--- src/rtl/lsu_pkg.sv ---
`default_nettype none

package lsu_pkg;

    // datapath widths
    localparam int XLEN       = 32;
    localparam int REG_ADDR_W = 5;
    localparam int TAG_W      = 4;
    localparam int OP_W       = 4;
    localparam int EXCCODE_W  = 5;

    // memory operation codes, zero means no operation
    localparam logic [OP_W-1:0] OP_NOP = 4'd0;

    // loads
    localparam logic [OP_W-1:0] OP_LB  = 4'd1;
    localparam logic [OP_W-1:0] OP_LBU = 4'd2;
    localparam logic [OP_W-1:0] OP_LH  = 4'd3;
    localparam logic [OP_W-1:0] OP_LHU = 4'd4;
    localparam logic [OP_W-1:0] OP_LW  = 4'd5;
    localparam logic [OP_W-1:0] OP_LWL = 4'd6;
    localparam logic [OP_W-1:0] OP_LWR = 4'd7;

    // stores
    localparam logic [OP_W-1:0] OP_SB  = 4'd8;
    localparam logic [OP_W-1:0] OP_SH  = 4'd9;
    localparam logic [OP_W-1:0] OP_SW  = 4'd10;
    localparam logic [OP_W-1:0] OP_SWL = 4'd11;
    localparam logic [OP_W-1:0] OP_SWR = 4'd12;

    // address error codes as in the cp0 cause register
    localparam logic [EXCCODE_W-1:0] EXC_ADEL = 5'd4;
    localparam logic [EXCCODE_W-1:0] EXC_ADES = 5'd5;

endpackage

`default_nettype wire

--- src/rtl/addr_gen.sv ---
`default_nettype none

module addr_gen import lsu_pkg::*; (
    input  logic                  clk,
    input  logic                  reset,
    input  logic                  q_valid,
    output logic                  q_ready,
    input  logic [OP_W-1:0]       q_op,
    input  logic [XLEN-1:0]       q_base,
    input  logic [XLEN-1:0]       q_offset_ext,
    input  logic [XLEN-1:0]       q_rt,
    input  logic [REG_ADDR_W-1:0] q_dest,
    input  logic [TAG_W-1:0]      q_tag,
    output logic                  ag_valid,
    input  logic                  ag_ready,
    output logic [OP_W-1:0]       ag_op,
    output logic [XLEN-1:0]       ag_addr,
    output logic [3:0]            ag_sel,
    output logic [XLEN-1:0]       ag_wdata,
    output logic [XLEN-1:0]       ag_rt,
    output logic [REG_ADDR_W-1:0] ag_dest,
    output logic [TAG_W-1:0]      ag_tag,
    output logic                  ag_ex,
    output logic [EXCCODE_W-1:0]  ag_exccode
);

    logic [XLEN-1:0] eff_addr;
    logic [1:0]      swl_shift;
    logic            is_store;
    logic            addr_err;
    logic [3:0]      sel_n;
    logic [XLEN-1:0] wdata_n;

    assign eff_addr  = q_base + q_offset_ext;
    assign swl_shift = 2'd3 - eff_addr[1:0];
    assign is_store  = q_op inside {OP_SB, OP_SH, OP_SW, OP_SWL, OP_SWR};
    assign q_ready   = !ag_valid || ag_ready;

    // lane strobes and lane-aligned store data, loads read the whole word
    always_comb begin
        addr_err = 1'b0;
        sel_n    = 4'hf;
        wdata_n  = q_rt;
        case (q_op)
            OP_LH, OP_LHU: addr_err = eff_addr[0];
            OP_LW:         addr_err = |eff_addr[1:0];
            OP_SB: begin
                sel_n   = 4'b0001 << eff_addr[1:0];
                wdata_n = {4{q_rt[7:0]}};
            end
            OP_SH: begin
                addr_err = eff_addr[0];
                sel_n    = eff_addr[1] ? 4'b1100 : 4'b0011;
                wdata_n  = {2{q_rt[15:0]}};
            end
            OP_SW:  addr_err = |eff_addr[1:0];
            // high bytes of rt go to lane 0 up to the addressed lane
            OP_SWL: begin
                sel_n   = 4'b1111 >> swl_shift;
                wdata_n = q_rt >> {swl_shift, 3'b000};
            end
            OP_SWR: begin
                sel_n   = 4'b1111 << eff_addr[1:0];
                wdata_n = q_rt << {eff_addr[1:0], 3'b000};
            end
            default: ;
        endcase
    end

    always_ff @(posedge clk) begin
        if (reset)
            ag_valid <= 1'b0;
        else if (q_ready)
            ag_valid <= q_valid;
    end

    always_ff @(posedge clk) begin
        if (q_valid && q_ready) begin
            ag_op      <= q_op;
            ag_addr    <= eff_addr;
            ag_sel     <= sel_n;
            ag_wdata   <= wdata_n;
            ag_rt      <= q_rt;
            ag_dest    <= q_dest;
            ag_tag     <= q_tag;
            ag_ex      <= addr_err;
            ag_exccode <= !addr_err ? '0 : (is_store ? EXC_ADES : EXC_ADEL);
        end
    end

endmodule

`default_nettype wire

--- src/rtl/addr_queue.sv ---
`default_nettype none

module addr_queue import lsu_pkg::*; (
    input  logic                  clk,
    input  logic                  reset,
    input  logic                  issue_valid,
    output logic                  issue_ready,
    input  logic [OP_W-1:0]       issue_op,
    input  logic [XLEN-1:0]       issue_base,
    input  logic [15:0]           issue_offset,
    input  logic [XLEN-1:0]       issue_rt,
    input  logic [REG_ADDR_W-1:0] issue_dest,
    input  logic [TAG_W-1:0]      issue_tag,
    output logic                  q_valid,
    input  logic                  q_ready,
    output logic [OP_W-1:0]       q_op,
    output logic [XLEN-1:0]       q_base,
    output logic [XLEN-1:0]       q_offset_ext,
    output logic [XLEN-1:0]       q_rt,
    output logic [REG_ADDR_W-1:0] q_dest,
    output logic [TAG_W-1:0]      q_tag
);

    // busy: output register only, full1/full2: plus one or two side entries
    enum logic [1:0] {Q_EMPTY, Q_BUSY, Q_FULL1, Q_FULL2} state, state_next;

    logic push, pop;
    logic out_we, buf_we, use_buf;
    logic head, tail;
    logic [XLEN-1:0] offset_ext;

    logic [OP_W-1:0]       buf_op     [2];
    logic [XLEN-1:0]       buf_base   [2];
    logic [XLEN-1:0]       buf_offset [2];
    logic [XLEN-1:0]       buf_rt     [2];
    logic [REG_ADDR_W-1:0] buf_dest   [2];
    logic [TAG_W-1:0]      buf_tag    [2];

    assign offset_ext  = {{(XLEN-16){issue_offset[15]}}, issue_offset};
    assign q_valid     = state != Q_EMPTY;
    assign issue_ready = state != Q_FULL2;
    assign push        = issue_valid && issue_ready;
    assign pop         = q_valid && q_ready;

    assign out_we  = (state == Q_EMPTY && push) || (state == Q_BUSY && push && pop)
                  || (state == Q_FULL1 && pop) || (state == Q_FULL2 && pop);
    assign buf_we  = (state == Q_BUSY && push && !pop) || (state == Q_FULL1 && push);
    // oldest waiting entry sits in the side buffer once it is non-empty
    assign use_buf = (state == Q_FULL1 || state == Q_FULL2) && pop;

    always_comb begin
        unique case (state)
            Q_EMPTY: state_next = push ? Q_BUSY : Q_EMPTY;
            Q_BUSY:  state_next = push ? (pop ? Q_BUSY : Q_FULL1) : (pop ? Q_EMPTY : Q_BUSY);
            Q_FULL1: state_next = push ? (pop ? Q_FULL1 : Q_FULL2) : (pop ? Q_BUSY : Q_FULL1);
            Q_FULL2: state_next = pop ? Q_FULL1 : Q_FULL2;
        endcase
    end

    always_ff @(posedge clk) begin
        if (reset) begin
            state <= Q_EMPTY;
            head  <= 1'b0;
            tail  <= 1'b0;
        end else begin
            state <= state_next;
            if (use_buf)
                head <= ~head;
            if (buf_we)
                tail <= ~tail;
        end
    end

    always_ff @(posedge clk) begin
        if (buf_we) begin
            buf_op[tail]     <= issue_op;
            buf_base[tail]   <= issue_base;
            buf_offset[tail] <= offset_ext;
            buf_rt[tail]     <= issue_rt;
            buf_dest[tail]   <= issue_dest;
            buf_tag[tail]    <= issue_tag;
        end
        if (out_we) begin
            q_op         <= use_buf ? buf_op[head]     : issue_op;
            q_base       <= use_buf ? buf_base[head]   : issue_base;
            q_offset_ext <= use_buf ? buf_offset[head] : offset_ext;
            q_rt         <= use_buf ? buf_rt[head]     : issue_rt;
            q_dest       <= use_buf ? buf_dest[head]   : issue_dest;
            q_tag        <= use_buf ? buf_tag[head]    : issue_tag;
        end
    end

endmodule

`default_nettype wire

--- src/rtl/bus_master.sv ---
`default_nettype none

module bus_master import lsu_pkg::*; (
    input  logic                  clk,
    input  logic                  reset,
    input  logic                  ag_valid,
    output logic                  ag_ready,
    input  logic [OP_W-1:0]       ag_op,
    input  logic [XLEN-1:0]       ag_addr,
    input  logic [3:0]            ag_sel,
    input  logic [XLEN-1:0]       ag_wdata,
    input  logic [XLEN-1:0]       ag_rt,
    input  logic [REG_ADDR_W-1:0] ag_dest,
    input  logic [TAG_W-1:0]      ag_tag,
    input  logic                  ag_ex,
    input  logic [EXCCODE_W-1:0]  ag_exccode,
    output logic                  wb_cyc,
    output logic                  wb_stb,
    output logic                  wb_we,
    output logic [3:0]            wb_sel,
    output logic [XLEN-1:0]       wb_adr,
    output logic [XLEN-1:0]       wb_wdata,
    input  logic                  wb_ack,
    input  logic [XLEN-1:0]       wb_rdata,
    output logic                  bm_valid,
    input  logic                  bm_ready,
    output logic [OP_W-1:0]       bm_op,
    output logic [XLEN-1:0]       bm_addr,
    output logic [XLEN-1:0]       bm_rt,
    output logic [XLEN-1:0]       bm_rdata,
    output logic [REG_ADDR_W-1:0] bm_dest,
    output logic [TAG_W-1:0]      bm_tag,
    output logic                  bm_ex,
    output logic [EXCCODE_W-1:0]  bm_exccode
);

    enum logic [1:0] {BM_IDLE, BM_BUS, BM_HOLD} state;

    assign ag_ready = state == BM_IDLE;
    assign bm_valid = state == BM_HOLD;

    // request fields come straight from the held item, so they stay put until ack
    assign wb_cyc = state == BM_BUS;
    assign wb_stb = state == BM_BUS;
    assign wb_we  = bm_op inside {OP_SB, OP_SH, OP_SW, OP_SWL, OP_SWR};
    assign wb_adr = {bm_addr[XLEN-1:2], 2'b00};

    always_ff @(posedge clk) begin
        if (reset) begin
            state <= BM_IDLE;
        end else begin
            unique case (state)
                BM_IDLE: if (ag_valid) state <= ag_ex ? BM_HOLD : BM_BUS;
                BM_BUS:  if (wb_ack) state <= BM_HOLD;
                BM_HOLD: if (bm_ready) state <= BM_IDLE;
                default: state <= BM_IDLE;
            endcase
        end
    end

    always_ff @(posedge clk) begin
        if (ag_valid && ag_ready) begin
            bm_op      <= ag_op;
            bm_addr    <= ag_addr;
            wb_sel     <= ag_sel;
            wb_wdata   <= ag_wdata;
            bm_rt      <= ag_rt;
            bm_dest    <= ag_dest;
            bm_tag     <= ag_tag;
            bm_ex      <= ag_ex;
            bm_exccode <= ag_exccode;
        end
        if (state == BM_BUS && wb_ack)
            bm_rdata <= wb_rdata;
    end

endmodule

`default_nettype wire

--- src/rtl/load_align.sv ---
`default_nettype none

module load_align import lsu_pkg::*; (
    input  logic [OP_W-1:0] op,
    input  logic [1:0]      addr_low,
    input  logic [XLEN-1:0] rdata,
    input  logic [XLEN-1:0] rt,
    output logic [XLEN-1:0] result
);

    logic [XLEN-1:0] shifted;
    logic [7:0]      byte_val;
    logic [15:0]     half_val;
    logic [XLEN-1:0] lwl_val;
    logic [XLEN-1:0] lwr_val;

    // addressed lane moved down to bit 0
    assign shifted  = rdata >> {addr_low, 3'b000};
    assign byte_val = shifted[7:0];
    assign half_val = shifted[15:0];

    // lwl fills the top from lane 0 upwards, rt keeps the rest
    always_comb begin
        case (addr_low)
            2'd0:    lwl_val = {rdata[7:0], rt[23:0]};
            2'd1:    lwl_val = {rdata[15:0], rt[15:0]};
            2'd2:    lwl_val = {rdata[23:0], rt[7:0]};
            default: lwl_val = rdata;
        endcase
    end

    // lwr fills the bottom from the addressed lane to lane 3
    always_comb begin
        case (addr_low)
            2'd0:    lwr_val = rdata;
            2'd1:    lwr_val = {rt[31:24], rdata[31:8]};
            2'd2:    lwr_val = {rt[31:16], rdata[31:16]};
            default: lwr_val = {rt[31:8], rdata[31:24]};
        endcase
    end

    always_comb begin
        case (op)
            OP_LB:   result = {{(XLEN-8){byte_val[7]}}, byte_val};
            OP_LBU:  result = {{(XLEN-8){1'b0}}, byte_val};
            OP_LH:   result = {{(XLEN-16){half_val[15]}}, half_val};
            OP_LHU:  result = {{(XLEN-16){1'b0}}, half_val};
            OP_LWL:  result = lwl_val;
            OP_LWR:  result = lwr_val;
            default: result = rdata;
        endcase
    end

endmodule

`default_nettype wire

--- src/rtl/lsu_top.sv ---
`default_nettype none

module lsu_top import lsu_pkg::*; (
    input  logic                  clk,
    input  logic                  reset,
    input  logic                  issue_valid,
    output logic                  issue_ready,
    input  logic [OP_W-1:0]       issue_op,
    input  logic [XLEN-1:0]       issue_base,
    input  logic [15:0]           issue_offset,
    input  logic [XLEN-1:0]       issue_rt,
    input  logic [REG_ADDR_W-1:0] issue_dest,
    input  logic [TAG_W-1:0]      issue_tag,
    output logic                  wb_cyc,
    output logic                  wb_stb,
    output logic                  wb_we,
    output logic [3:0]            wb_sel,
    output logic [XLEN-1:0]       wb_adr,
    output logic [XLEN-1:0]       wb_wdata,
    input  logic                  wb_ack,
    input  logic [XLEN-1:0]       wb_rdata,
    output logic                  done_valid,
    input  logic                  done_ready,
    output logic [TAG_W-1:0]      done_tag,
    output logic [REG_ADDR_W-1:0] done_dest,
    output logic                  done_we,
    output logic [XLEN-1:0]       done_result,
    output logic                  done_ex,
    output logic [EXCCODE_W-1:0]  done_exccode,
    output logic [XLEN-1:0]       done_badvaddr
);

    // queue to address stage
    logic                  q_valid, q_ready;
    logic [OP_W-1:0]       q_op;
    logic [XLEN-1:0]       q_base, q_offset_ext, q_rt;
    logic [REG_ADDR_W-1:0] q_dest;
    logic [TAG_W-1:0]      q_tag;

    // address stage to bus master
    logic                  ag_valid, ag_ready;
    logic [OP_W-1:0]       ag_op;
    logic [XLEN-1:0]       ag_addr, ag_wdata, ag_rt;
    logic [3:0]            ag_sel;
    logic [REG_ADDR_W-1:0] ag_dest;
    logic [TAG_W-1:0]      ag_tag;
    logic                  ag_ex;
    logic [EXCCODE_W-1:0]  ag_exccode;

    // bus master to completion
    logic                  bm_valid, bm_ready;
    logic [OP_W-1:0]       bm_op;
    logic [XLEN-1:0]       bm_addr, bm_rt, bm_rdata;
    logic [REG_ADDR_W-1:0] bm_dest;
    logic [TAG_W-1:0]      bm_tag;
    logic                  bm_ex;
    logic [EXCCODE_W-1:0]  bm_exccode;

    // stage ports share the names of the links above
    addr_queue u_addr_queue (.*);

    addr_gen u_addr_gen (.*);

    bus_master u_bus_master (.*);

    result_stage u_result_stage (.*);

endmodule

`default_nettype wire

--- src/rtl/result_stage.sv ---
`default_nettype none

module result_stage import lsu_pkg::*; (
    input  logic                  clk,
    input  logic                  reset,
    input  logic                  bm_valid,
    output logic                  bm_ready,
    input  logic [OP_W-1:0]       bm_op,
    input  logic [XLEN-1:0]       bm_addr,
    input  logic [XLEN-1:0]       bm_rt,
    input  logic [XLEN-1:0]       bm_rdata,
    input  logic [REG_ADDR_W-1:0] bm_dest,
    input  logic [TAG_W-1:0]      bm_tag,
    input  logic                  bm_ex,
    input  logic [EXCCODE_W-1:0]  bm_exccode,
    output logic                  done_valid,
    input  logic                  done_ready,
    output logic [TAG_W-1:0]      done_tag,
    output logic [REG_ADDR_W-1:0] done_dest,
    output logic                  done_we,
    output logic [XLEN-1:0]       done_result,
    output logic                  done_ex,
    output logic [EXCCODE_W-1:0]  done_exccode,
    output logic [XLEN-1:0]       done_badvaddr
);

    logic            is_load;
    logic            wr_reg;
    logic [XLEN-1:0] aligned;

    assign is_load  = bm_op inside {OP_LB, OP_LBU, OP_LH, OP_LHU, OP_LW, OP_LWL, OP_LWR};
    assign wr_reg   = is_load && !bm_ex;
    assign bm_ready = !done_valid || done_ready;

    load_align u_load_align (
        .op       (bm_op),
        .addr_low (bm_addr[1:0]),
        .rdata    (bm_rdata),
        .rt       (bm_rt),
        .result   (aligned)
    );

    always_ff @(posedge clk) begin
        if (reset)
            done_valid <= 1'b0;
        else if (bm_ready)
            done_valid <= bm_valid;
    end

    // fields only change on a transfer, held while done_ready is low
    always_ff @(posedge clk) begin
        if (bm_valid && bm_ready) begin
            done_tag      <= bm_tag;
            done_dest     <= bm_dest;
            done_we       <= wr_reg;
            done_result   <= wr_reg ? aligned : '0;
            done_ex       <= bm_ex;
            done_exccode  <= bm_exccode;
            done_badvaddr <= bm_ex ? bm_addr : '0;
        end
    end

endmodule

`default_nettype wire

--- config.mk ---
export PLATFORM = sky130hd
export DESIGN_NAME = lsu_top
export DESIGN_NICKNAME = d
export VERILOG_FILES = /design/src/rtl/lsu_pkg.sv /design/src/rtl/addr_gen.sv /design/src/rtl/addr_queue.sv /design/src/rtl/bus_master.sv /design/src/rtl/load_align.sv /design/src/rtl/lsu_top.sv /design/src/rtl/result_stage.sv
export SDC_FILE = /design/constraint.sdc
export NUM_CORES = 1
export LEC_CHECK = 0
export BUFFER_PORTS_ARGS = -buffer_cell sky130_fd_sc_hd__buf_4
export CORE_AREA = 2 2 219 221
export CTS_CLUSTER_SIZE = 20
export DETAILED_ROUTE_END_ITERATION = 8
export DIE_AREA = 0 0 221 223
export MAX_ROUTING_LAYER = met4
export PLACE_DENSITY_LB_ADDON = 0.08
export SLEW_MARGIN = 30
export SYNTH_ARGS = -nofsm -noshare
export SYNTH_HDL_FRONTEND = slang
export SYNTH_HIERARCHICAL = 1
export SYNTH_SLANG_ARGS = --single-unit
export TNS_END_PERCENT = 100
--- constraint.sdc ---
create_clock -name clk -period 17.4 [get_ports clk]
set_input_delay 1.74 -clock clk [delete_from_list [all_inputs] [get_ports clk]]
set_output_delay 1.74 -clock clk [all_outputs]
set_load 0.05 [all_outputs]
* Word-level counts from Yosys, hierarchy flattened *
Memories as Yosys holds them, arrays and structs flattened. A register that Yosys moved wholly into a read port is not among the register bits.
Cells that the tools add are included.

cells by class
  divide/modulo/power cells = 0
  bitwise gates (word level) = 2
  multiplexer cells = 40
  add/subtract/negate cells = 2
  $lt $le $gt $ge = 0
  reductions and logical operators = 36
  shift-type cells = 6
  eq/ne operators = 31
  multiply operators = 0

operator list
  kind                                                                   count
  32-bit case mux with 3 select lines                                    2
  32-bit case mux with 6 select lines                                    1
  32-bit case mux with 4 select lines                                    1
  32-bit 2-to-1 mux                                                      3
  4-bit equality test, second input constant                             10
  32-bit adder                                                           1
  32-bit by 5-bit << shifter with 32-bit output                          1
  32-bit by 5-bit right shift with 16-bit output                         1
  32-bit by 5-bit right shift with 32-bit output                         1
  4-bit by 3-bit equality test with 1-bit output, second input constant  6
  1-bit 2-to-1 mux                                                       18
  4-bit case mux with 4 select lines                                     1
  1-bit logical AND                                                      14
  2-bit 2-to-1 mux                                                       7
  4-bit by 2-bit equality test with 1-bit output, second input constant  3
  4-bit 2-to-1 mux                                                       3
  5-bit nonzero test                                                     2
  2-bit equality test, second input constant                             4
  2-bit case mux with 4 select lines                                     1
  1-bit logical OR                                                       7
  7-bit nonzero test                                                     1
  2-bit by 1-bit equality test with 1-bit output, second input constant  3
  2-bit zero test                                                        3
  2-bit case mux with 3 select lines                                     1
  other kinds (15)                                                       22

word-level totals
  bits in read-only memories = 0
  input bits = 130
  logic and storage cells = 161
  register bits after elaboration = 467
  memories = 6
  bits in latches = 0
  bits in writable memories = 218

memories
  name                     words  width  rd ports  clocked after Yosys merged registers in  write ports  RTL line          source
  u_addr_queue.buf_base    2      32     1         1                                        1            addr_queue.sv:33  logic [XLEN-1:0] buf_base [2];
  u_addr_queue.buf_offset  2      32     1         1                                        1            addr_queue.sv:34  logic [XLEN-1:0] buf_offset [2];
  u_addr_queue.buf_rt      2      32     1         1                                        1            addr_queue.sv:35  logic [XLEN-1:0] buf_rt [2];
  u_addr_queue.buf_dest    2      5      1         1                                        1            addr_queue.sv:36  logic [REG_ADDR_W-1:0] buf_dest [2];
  u_addr_queue.buf_op      2      4      1         1                                        1            addr_queue.sv:32  logic [OP_W-1:0] buf_op [2];
  u_addr_queue.buf_tag     2      4      1         1                                        1            addr_queue.sv:37  logic [TAG_W-1:0] buf_tag [2];

* Depth between registers and ports, before layout *
Gate-level depths: netlist of run 1.

  depth after elaboration = 8
  gate-level depth with buffers = 11

* By module *
The synthesis of run 1 kept the hierarchy.

modules (own cells, without submodules)
  module        instances  area an instance (sq um)  cells each  sequential area each (sq um)
  addr_queue    1          10847.9                   639         8478.1
  addr_gen      1          6881.6                    607         3503.4
  bus_master    1          4924.7                    201         4574.4
  result_stage  1          2925.3                    161         2422.3
  load_align    1          1910.6                    296         0.0

* Least setup slack after synthesis of run 1 *
Ideal clock, no wire load.

  path type = input to register
  from = input port issue_valid
  to = register u_addr_queue.q_base[0] (enable)
  cell stages on the path = 2
  data arrival time = 6284 ps
  slack = 10541 ps
  buffers on the path = 0
  setup time = 575 ps
  cells stage by stage = nor2_1 -> a21oi_1

between the ends
  cells in the longest elaborated chain, start to end = 6

RTL lines
  element                           RTL line          source
  from (decl)                       lsu_top.sv:6      input logic issue_valid,
  1-bit logical AND *               addr_queue.sv:42  assign push = issue_valid && issue_ready;
  1-bit logical AND (2 in series)   addr_queue.sv:45  assign out_we = (state == Q_EMPTY && push) || (state == Q_BUSY && push && pop)
  1-bit logical OR *                addr_queue.sv:45
  1-bit logical OR * (2 in series)  addr_queue.sv:46  || (state == Q_FULL1 && pop) || (state == Q_FULL2 && pop);
  via u_addr_queue.out_we           addr_queue.sv:28  logic out_we, buf_we, use_buf;
  to (signal assigned)              addr_queue.sv:85  q_base <= use_buf ? buf_base[head] : issue_base;
  to (decl)                         addr_queue.sv:17  output logic [XLEN-1:0] q_base,

Mark *: on every way through the listed nets, which the timed path passes. The rest lies on a longest branch.
A chain may end at the register's enable or synchronous reset.

* Worst setup path in the final report of run 1 *
  from = register u_bus_master.bm_op[0]
  to = output port wb_we

between the ends
  cells in the longest elaborated chain, start to end = 2

RTL lines
  element                 RTL line          source
  from (decl)             bus_master.sv:27  output logic [OP_W-1:0] bm_op,
  from (signal assigned)  bus_master.sv:63  bm_op <= ag_op;
  4-bit equality test     bus_master.sv:45  assign wb_we = bm_op inside {OP_SB, OP_SH, OP_SW, OP_SWL, OP_SWR};
  5-bit nonzero test *    bus_master.sv:45
  to (decl)               lsu_top.sv:16     output logic wb_we,

Mark *: on every way between the ends. The rest lies on a longest branch, timed or not.

==> flow_metrics.py, run 1 <==
metrics = {
    "floorplan": {
        "die_h_microns": 223,
        "chipWidth_microns": 221,
        "rows": 80,
        "core_area_sq_mm": 0.0471,
        "ioPinCount": 283,
        "initial_core_util_pct": 58.3,
        "die_area_sq_mm": 0.0493,
    },
    "synthesis": {
        "ys_seq_area_share_pct": 69.0,
        "synth_adder_area_share_pct": 1.53,
        "synth_seq_cells": 635,
        "async_flop_share_pct": 0,
        "synth_enable_flop_cells": 626,
        "synthSimpleGateAreaFrac_pct": 8.34,
        "synth_top_area_share_pct": 68.4,
        "yosys_most_used_dff": "edfxtp_1",
        "yosys.area.top_type": "edfxtp_1",
        "synth_area_leaders": "edfxtp_1, mux2i_1, a21oi_1, nor2_1, buf_4",
        "yosysMostFrequentCell": "edfxtp_1",
        "synthDistinctLibCells": 88,
        "synth_cells": 1904,
        "netlist_area_sq_mm": 0.0275,
        "avgSynthCellArea_sq_um": 14.4,
        "synth_top_family_by_area": "compound AO/OA/AOI/OAI gates",
        "synth.top_cells.by_count": "edfxtp_1, nor2_1, mux2i_1",
        "ys_warn_count": 6,
        "synth-compound-area-share_pct": 9.79,
        "synthMuxAreaShare_pct": 6.17,
        "synth_xor_area_share_pct": 1.12,
    },
    "drt": {
        "drt-initial-drc-count": 1481,
        "postRouteAntennaNets": 0,
        "drtPass1Iterations": 6,
        "post_drt_wl_per_cell_microns": 20.8,
        "vias": 15911,
        "wl_mm": 58.0,
        "drc": 0,
        "vias_per_cell": 5.71,
    },
    "setup_path": {
        "cp-start-kind": "flip-flop",
        "crit_slowest_cell": "edfxtp_1",
        "setup.worst_path.end_class": "output port",
        "critPathKind": "reg -> out",
        "cp.arrival_ps": 1790,
        "path_cells": "o21ai_0 -> and2_1 -> buf_4",
        "critical-path-top-delay-family": "flip-flops",
        "cp.required_ps": 15660,
        "cp_max_fo": 13,
        "critPathMaxStageDelay_ps": 580,
        "worst-path-buf-inv": 1,
    },
    "status": {
        "status": "finished clean",
    },
    "placement": {
        "portBuffers": 280,
        "place.detailed.hpwl_mm": 38.7,
        "gp_congestion": 0.901,
        "post_dp_cell_area_sq_mm": 0.0296,
    },
    "sta": {
        "fmax_mhz": 283,
        "skew_ps": 22.6,
        "rsz0062_at_grt": "no",
        "timing.final.hold_violations": 0,
        "slew_violations": 0,
        "finalCriticalPeriod_ps": 3530,
        "setup_violations": 0,
        "tightest_slew_ps": 877,
        "fin_hold_ws_ps": 412,
        "fin_crit_sh_pct": 20.3,
        "setup_tns_ps": 0,
        "slew_headroom_pct": 41.5,
    },
    "grt": {
        "overflow": 0,
        "grt_pass1_wl_mm": 89.3,
        "antenna_found_initial": 3,
        "grt_pass1_vias": 14983,
        "grt_max_degree": 89,
        "grt_usage_pct": 24.2,
    },
    "cts": {
        "cts-root-buf": "clkbuf_16",
        "path_clk_slew_ps": 60,
        "cts_made_buffers": 61,
        "cts_resized": 0,
        "cts_sinks": 635,
        "ctsHoldBuffers": 0,
        "clock_path_buffers": 3,
        "cts_setup_buffers": 0,
        "h-tree-depth": 2,
        "cts_tree": "yes",
        "clock_latency_ps": 640,
    },
    "layout": {
        "nets": 2282,
        "nFillCells": 3327,
        "drive_above_1_share_pct": 22.5,
        "final_cell_area_sq_mm": 0.0317,
        "multi_input_area_sq_mm": 0.00749,
        "reg_top3": "u_addr_queue/buf_base: 64 flops, u_addr_queue/buf_rt: 64 flops",
        "fin_util_pct": 67.3,
        "register_area_sq_mm": 0.0190,
        "syn_to_final_growth_pct": 15.4,
    },
    "pwr": {
        "irDropWorstVdd_v": 0.000141,
        "powerDensity_mw_per_mm2": 112,
        "design_power_total_uw": 3550,
        "p_leak_uw": 0.0113,
    },
    "min_path": {
        "hp-class": "reg -> reg",
    },
    "flow_run": {
        "max_cap_violations": 0,
    },
}
==> layer usage <==
metal	track usage [%]	vias up	wire [microns]
met5	-	-	0
met4	6.62	0	1060
met3	4.94	92	4330
met2	32.7	564	24700
met1	37.2	7663	27900
li1	-	7592	-
==> area by class of cell <==
| class | count | area share, % |
|---|---|---|
| repair buffers | 302 | 7.27 |
| diodes | 3 | 0.0237 |
| inverters | 24 | 0.284 |
| multi-input cells | 1095 | 23.6 |
| flip-flops and latches | 635 | 59.8 |
| clock inverters | 40 | 1.58 |
| clock buffers | 72 | 5.01 |
| well taps | 615 | 2.43 |
==> per-stage QoR <==
stage	setup slack (ps)	cells
2_1_floorplan	10540	1907
3_3_place_gp	13220	2669
3_5_place_dp	13600	2671
4_1_cts	13820	2783
5_1_grt	13690	2786
6_report	13870	2786
==> cell usage in the layout (no fill, tap or decap), types with 21 or more instances in the layout <==
cell / netlist / final
and3_1: 34 / 34
mux2i_1: 147 / 147
inv_1: 23 / 23
a21oi_1: 139 / 138
edfxtp_1: 626 / 626
xnor2_1: 21 / 21
nand2_1: 88 / 88
nor2_1: 180 / 178
buf_4: 71 / 297
and2_1: 42 / 38
ha_1: 32 / 31
o21ai_0: 51 / 51
a21oi_2: 29 / 29
clkbuf_16: 0 / 62
a22oi_1: 22 / 22
==> report_power, final <==
part	internal, uW	switching, uW	total, uW
logic	128	240	368
clock network	814	556	1370
registers	1780	40.0	1820
total	2720	837	3550
==> final timing paths <==
path | startpoint | end | slack (ps) | cells after the start
hold / removal | u_addr_gen/ag_exccode[0] | u_bus_master/bm_exccode[0] | 410 | 0
setup / recovery | u_bus_master/bm_op[0] | wb_we | 13870 | 3
setup reg to reg | u_addr_queue/q_offset_ext[30] | u_addr_gen/ag_addr[25] | 14330 | 8
hold reg to reg | u_addr_gen/ag_exccode[0] | u_bus_master/bm_exccode[0] | 410 | 0
==> kinds of logic after synthesis <==
logic type / count (synthesis)
other: 2
buffers and inverters: 177
AO/OA/AOI/OAI: 395
adder cells (fa/ha/maj): 33
XOR/XNOR: 35
flip-flops: 635
AND/OR/NAND/NOR: 461
multiplexers: 166
==> worst reg2reg max path: stages (launching register included) <==
cell and delay [ps]:
edfxtp_1 830, ha_1 440, a21oi_1 260, o21bai_1 190, a211o_1 300, nor3_1 290, o221ai_1 190, a21oi_1 230
xnor2_1 80
(Power assumes the default switching activity.)
==> run 2: changes to the inputs <==
==> constraint.sdc (replaced) <==
create_clock -name clk -period 3.28 [get_ports clk]
set_input_delay 0.328 -clock clk [delete_from_list [all_inputs] [get_ports clk]]
set_output_delay 0.328 -clock clk [all_outputs]
set_load 0.05 [all_outputs]
==> run 2 against run 1 <==
  * Count of clock-buffer cells in the layout up 15
  * Worst hold slack got worse by 350 ps
  * Sequential power increased to 5.3 times the previous value
  * Clock power rose to 5.4 times the previous value
  * Register-to-register slack worse by 14000 ps
  * Clock skew decreased by 1.0 ps
  * First-iteration DRC count increased by 29%
  * Flip-flop and latch count stayed put
  * Highest routed layer unchanged
  * Via count up 5.7%
==> flow_metrics.py, run 2 (synthesized netlist as in run 1, its figures left out) <==
metrics = {
    "cts": {
        "h-tree-depth": 3,
        "cts_resized": 0,
        "clock_latency_ps": 580,
        "cts_sinks": 635,
        "cts-root-buf": "clkbuf_16",
        "cts_tree": "yes",
        "clock_path_buffers": 3,
        "cts_made_buffers": 67,
        "path_clk_slew_ps": 60,
    },
    "sta": {
        "slew_headroom_pct": 36.3,
        "tightest_slew_ps": 956,
        "setup_violations": 0,
        "rsz0062_at_grt": "no",
        "slew_violations": 0,
        "fmax_mhz": 353,
        "skew_ps": 21.6,
        "timing.final.hold_violations": 0,
        "setup_tns_ps": 0,
        "setup_ws_ps": 451,
        "finalCriticalPeriod_ps": 2830,
        "fin_crit_sh_pct": 86.3,
    },
    "setup_path": {
        "cp.required_ps": 3600,
        "crit_slowest_cell": "edfxtp_1",
        "critPathKind": "reg -> reg",
        "cp.arrival_ps": 3150,
        "setup.worst_path.end_class": "flip-flop",
        "cp_max_fo": 10,
        "cp-start-kind": "flip-flop",
        "cpMostUsedCell": "a21oi_1",
        "critPathMaxStageDelay_ps": 580,
        "path_cells": "ha_1 -> a21oi_1 -> o21bai_1 -> a211o_1 -> nor3_1 -> o221ai_1 -> a21oi_1 -> xnor2_1",
        "critical-path-top-delay-family": "compound AO/OA/AOI/OAI gates",
        "worst-path-buf-inv": 0,
    },
    "drt": {
        "postRouteAntennaNets": 0,
        "drtPass1Iterations": 5,
        "drt-initial-drc-count": 1911,
        "vias": 16816,
        "wl_mm": 63.4,
        "drc": 0,
        "vias_per_cell": 5.74,
        "post_drt_wl_per_cell_microns": 21.6,
    },
    "placement": {
        "portBuffers": 280,
        "place.detailed.hpwl_mm": 41.6,
        "post_dp_cell_area_sq_mm": 0.0299,
        "dp_cells": 2686,
        "place_ws_ps": 528,
        "gp_congestion": 0.920,
    },
    "layout": {
        "final_common_cell": "edfxtp_1",
        "reg_top3": "u_addr_queue/buf_base: 64 flops, u_addr_queue/buf_rt: 64 flops",
        "nets": 2430,
        "mostFrequentLayoutCells": "edfxtp_1, buf_4, nor2_1",
        "fin_cells": 2932,
        "nFillCells": 3084,
        "final_cell_area_sq_mm": 0.0333,
        "syn_to_final_growth_pct": 21.1,
        "drive_above_1_share_pct": 21.7,
    },
    "floorplan": {
        "die_area_sq_mm": 0.0493,
        "chipWidth_microns": 221,
        "initial_core_util_pct": 58.3,
        "core_area_sq_mm": 0.0471,
        "ioPinCount": 283,
        "die_h_microns": 223,
        "rows": 80,
    },
    "grt": {
        "grt_usage_pct": 26.2,
        "antenna_found_initial": 2,
        "grt_pass1_vias": 16257,
        "overflow": 0,
        "grt_pass1_wl_mm": 96.4,
        "grt_max_degree": 107,
    },
    "status": {
        "status": "finished clean",
    },
    "flow_run": {
        "max_cap_violations": 0,
    },
    "pwr": {
        "powerDensity_mw_per_mm2": 574,
        "p_leak_uw": 0.0119,
        "irDropWorstVdd_v": 0.000552,
    },
    "min_path": {
        "hp-class": "in -> reg",
    },
}
-- run 2: cell types whose count changed in the layout (fill, tap and decap cells not counted), sizes merged --
cell         before  now
buf             302  318
bufinv           11    6
clkbuf           72   87
clkinv           24   19
clkinvlp          4    1
diode             3    2
dlygate4sd3       0  126
inv              25   28
-- run 2: per-stage QoR --
stage               utilization (%)  power (uW)  hold slack [ps]
global route                   70.6       19700             48.4
floorplan                         -       11100              393
finish                         70.6       19100             57.7
global placement               63.4       11800              400
CTS                            70.6       19200             19.1
detailed placement             63.4       11800              405
-- run 2: power by group --
group / switching (uW) / internal (uW)
clock: 2960 / 4370
sequential: 221 / 9420
combinational: 1340 / 796
-- run 2: final timing paths --
check / from / slack [ps] / depth (start not counted) / end
worst max-delay path: u_addr_queue/q_offset_ext[30] / 450 / 8 / u_addr_gen/ag_addr[25]
worst min-delay path: issue_valid / 60 / 3 / u_addr_queue/state[1]
worst max register to register: u_addr_queue/q_offset_ext[30] / 450 / 8 / u_addr_gen/ag_addr[25]
worst min register to register: u_addr_gen/ag_wdata[4] / 410 / 0 / u_bus_master/wb_wdata[4]
-- run 2: worst register-to-register path: stages (launching register included) --
cell	delay (ps)
edfxtp_1	580
ha_1	450
a21oi_1	280
o21bai_1	180
a211o_1	300
nor3_1	260
o221ai_1	230
a21oi_1	220
xnor2_1	80
-- run 2: area by class of cell --
class	instances	area (sq um)	share of cell area, %
Sequential cell	635	19000	57.0
Multi-Input combinational cell	1095	7480	22.5
Timing Repair Buffer	444	3840	11.5
Clock buffer	87	1810	5.45
Tap cell	615	769	2.31
Clock inverter	30	308	0.925
Inverter	24	90.1	0.271
Antenna cell	2	5.00	0.0150
-- run 2: timing repair --
item | CTS | global route
hold endpoints to repair | 219 | 0
buffers inserted | 0 | 0
hold buffers | 126 | 0
-- run 2: per-layer routing --
layer | wire (microns) | vias to the layer above | track usage, %
li1 | - | 7896 | -
met1 | 29400 | 8137 | 38.9
met2 | 28300 | 697 | 37.4
met3 | 4580 | 86 | 4.83
met4 | 1180 | 0 | 7.40
met5 | 0 | - | -
==> run 3: changes to the inputs <==
--- a/config.mk
+++ b/config.mk
@@ -6,13 +6,14 @@
 export NUM_CORES = 1
 export LEC_CHECK = 0
 export BUFFER_PORTS_ARGS = -buffer_cell sky130_fd_sc_hd__buf_4
-export CORE_AREA = 2 2 219 221
+export CORE_AREA = 2 2 231 233
 export CTS_CLUSTER_SIZE = 20
 export DETAILED_ROUTE_END_ITERATION = 8
-export DIE_AREA = 0 0 221 223
+export DIE_AREA = 0 0 233 235
 export MAX_ROUTING_LAYER = met4
 export PLACE_DENSITY_LB_ADDON = 0.08
-export SLEW_MARGIN = 30
+export RECOVER_POWER = 25
+export SLEW_MARGIN = 20
 export SYNTH_ARGS = -nofsm -noshare
 export SYNTH_HDL_FRONTEND = slang
 export SYNTH_HIERARCHICAL = 1
==> constraint.sdc (replaced) <==
create_clock -name clk -period 2.45 [get_ports clk]
set_input_delay 0.245 -clock clk [delete_from_list [all_inputs] [get_ports clk]]
set_output_delay 0.245 -clock clk [all_outputs]
set_load 0.05 [all_outputs]
==> run 3 against run 2 <==
  * Flip-flop and latch count did not move
  * Setup slack got worse by 470 ps
  * Final area rose by 2.8%
  * Via count rose by 0.74%
  * Largest cell class unchanged
  * Power rose by 34%
  * The run now ends with setup timing left
  * Final cell count rose by 5.6%
  * Sequential share of layout area fell by 1.6 points
  * Clock skew fell by 1.3 ps
  * Combinational power rose by 49%
==> flow_metrics.py, run 3 (synthesized netlist as in run 1, its figures left out) <==
metrics = {
    "drt": {
        "post_drt_wl_per_cell_microns": 20.8,
        "drt-initial-drc-count": 1411,
        "vias": 16940,
        "drtPass1Iterations": 6,
        "postRouteAntennaNets": 0,
        "vias_per_cell": 5.47,
        "wl_mm": 64.4,
        "drc": 0,
    },
    "setup_path": {
        "cp_max_fo": 27,
        "critPathMaxStageDelay_ps": 530,
        "cp.arrival_ps": 2810,
        "setup.worst_path.end_class": "flip-flop",
        "path_cells": "ha_2 -> inv_1 -> fa_1 -> buf_12 -> buf_4 -> mux2i_2 -> o21ai_0 -> a22o_1 -> a221o_1",
        "cp-start-kind": "flip-flop",
        "cp.required_ps": 2790,
        "crit_slowest_cell": "fa_1",
        "critPathKind": "reg -> reg",
    },
    "grt": {
        "grt_pass1_vias": 16444,
        "grt_usage_pct": 24.3,
        "overflow": 0,
        "antenna_found_initial": 9,
        "use_met3_pct": 4.89,
        "grt_pass1_wl_mm": 98.4,
        "use_met2_pct": 33.9,
        "grt_max_degree": 75,
        "grt_busiest_layer": "met1",
        "use_met1_pct": 36.4,
    },
    "sta": {
        "finalCriticalPeriod_ps": 2470,
        "fmax_mhz": 405,
        "slew_violations": 0,
        "fin_hold_ws_ps": 64.5,
        "skew_ps": 20.4,
        "setup_ws_ps": -16.3,
        "rsz0062_at_grt": "yes",
        "timing.final.hold_violations": 0,
        "fin_crit_sh_pct": 101,
        "slew_headroom_pct": 57.9,
        "setup_violations": 2,
        "tightest_slew_ps": 629,
    },
    "layout": {
        "reg_top3": "u_addr_queue/buf_base: 64 flops, u_addr_queue/buf_rt: 64 flops",
        "syn_to_final_growth_pct": 24.5,
        "nets": 2517,
        "drive_above_1_share_pct": 23.1,
        "final_common_cell": "edfxtp_1",
        "fin_cells": 3096,
        "mostFrequentLayoutCells": "edfxtp_1, buf_4, nor2_1",
    },
    "placement": {
        "gp_congestion": 0.876,
        "place.detailed.hpwl_mm": 43.8,
        "place_ws_ps": -119,
        "portBuffers": 280,
        "dp_cells": 2842,
    },
    "pwr": {
        "sw_frac_of_total_pct": 24.5,
        "powerDensity_mw_per_mm2": 750,
        "irDropWorstVdd_v": 0.000738,
        "switching_power_uw": 6290,
        "design_power_total_uw": 25700,
        "p_clk_share_pct": 37.5,
        "p_leak_uw": 0.0121,
        "p_comb_share_pct": 12.3,
        "p_seq_share_pct": 50.2,
        "p_int_uw": 19400,
    },
    "floorplan": {
        "ioPinCount": 283,
        "initial_core_util_pct": 52.6,
        "rows": 84,
        "die_area_sq_mm": 0.0548,
        "chipWidth_microns": 233,
        "core_area_sq_mm": 0.0522,
        "die_h_microns": 235,
    },
    "cts": {
        "h-tree-depth": 3,
        "cts_sinks": 635,
        "clock_latency_ps": 600,
        "clock_path_buffers": 3,
        "path_clk_slew_ps": 60,
        "cts_tree": "yes",
        "cts-root-buf": "clkbuf_16",
        "cts_made_buffers": 67,
    },
    "min_path": {
        "hp-class": "in -> reg",
    },
    "status": {
        "violations": "setup timing",
        "status": "finished, violations left",
    },
    "flow_run": {
        "max_cap_violations": 0,
    },
}
-- run 3: cell count changes in the layout (fill, tap and decap cells not counted), sizes merged --
cell,previous run,this run
clkbuf,87,201
buf,318,278
clkinv,19,29
diode,2,7
bufinv,6,4
clkinvlp,1,3
dlygate4sd3,126,128
-- run 3: per-layer routing --
layer	vias up	routed length (microns)
met5	-	0
met4	0	1470
met3	101	3970
met2	554	28400
met1	8220	30500
li1	8065	-
-- run 3: cell type report --
cell class / count / area (sq um)
Clock inverter: 40 / 340
Clock buffer: 76 / 1730
Inverter: 24 / 92.6
Tap cell: 688 / 861
Timing Repair Buffer: 531 / 4280
Antenna cell: 7 / 17.5
Fill cell: 3835 / 18000
Multi-Input combinational cell: 1095 / 7930
Sequential cell: 635 / 19000
-- run 3: repair_timing --
action,CTS,global route
buffers inserted,0,2
endpoints found under the setup margin,17,40
resized for setup,15,57
pin swaps,3,16
hold endpoints to repair,271,0
cloned,0,1
hold buffers,128,0
-- run 3: worst paths after layout --
kind / startpoint / endpoint / slack, ps / depth (start not counted)
worst min register to register: u_addr_gen/ag_rt[25] / u_bus_master/bm_rt[25] / 400 / 0
worst min-delay path: wb_ack / u_bus_master/state[1] / 60 / 3
worst max register to register: u_addr_queue/q_base[0] / u_addr_gen/ag_wdata[18] / -20 / 9
worst max-delay path: u_addr_queue/q_base[0] / u_addr_gen/ag_wdata[18] / -20 / 9
-- run 3: power groups by stage --
stage	Clock (uW)	Sequential, uW	Combinational [uW]
2_1_floorplan	0	13300	1570
3_3_place_gp	0	13100	2900
3_5_place_dp	0	13100	2920
4_1_cts	9840	12900	3120
5_1_grt	10200	12900	3420
6_report	9630	12900	3170
-- run 3: critical path, delay by kind of cell, from the launching register on --
family	cells	cell delay, ps
AOI/OAI and AO/OA	3	530
buffers and inverters	3	410
adders and majority gates	2	710
DFF	1	340
muxes	1	210
-- run 3: metrics by stage --
step / utilization [%] / setup TNS, ps / cell area, sq um
after floorplan: - / -57900 / 27600
after global placement: 59.0 / -372 / 30800
after detailed placement: 59.0 / -880 / 30800
after CTS: 65.5 / -2.85 / 34200
after global routing: 65.5 / -2190 / 34200
final: 65.5 / -17.7 / 34200
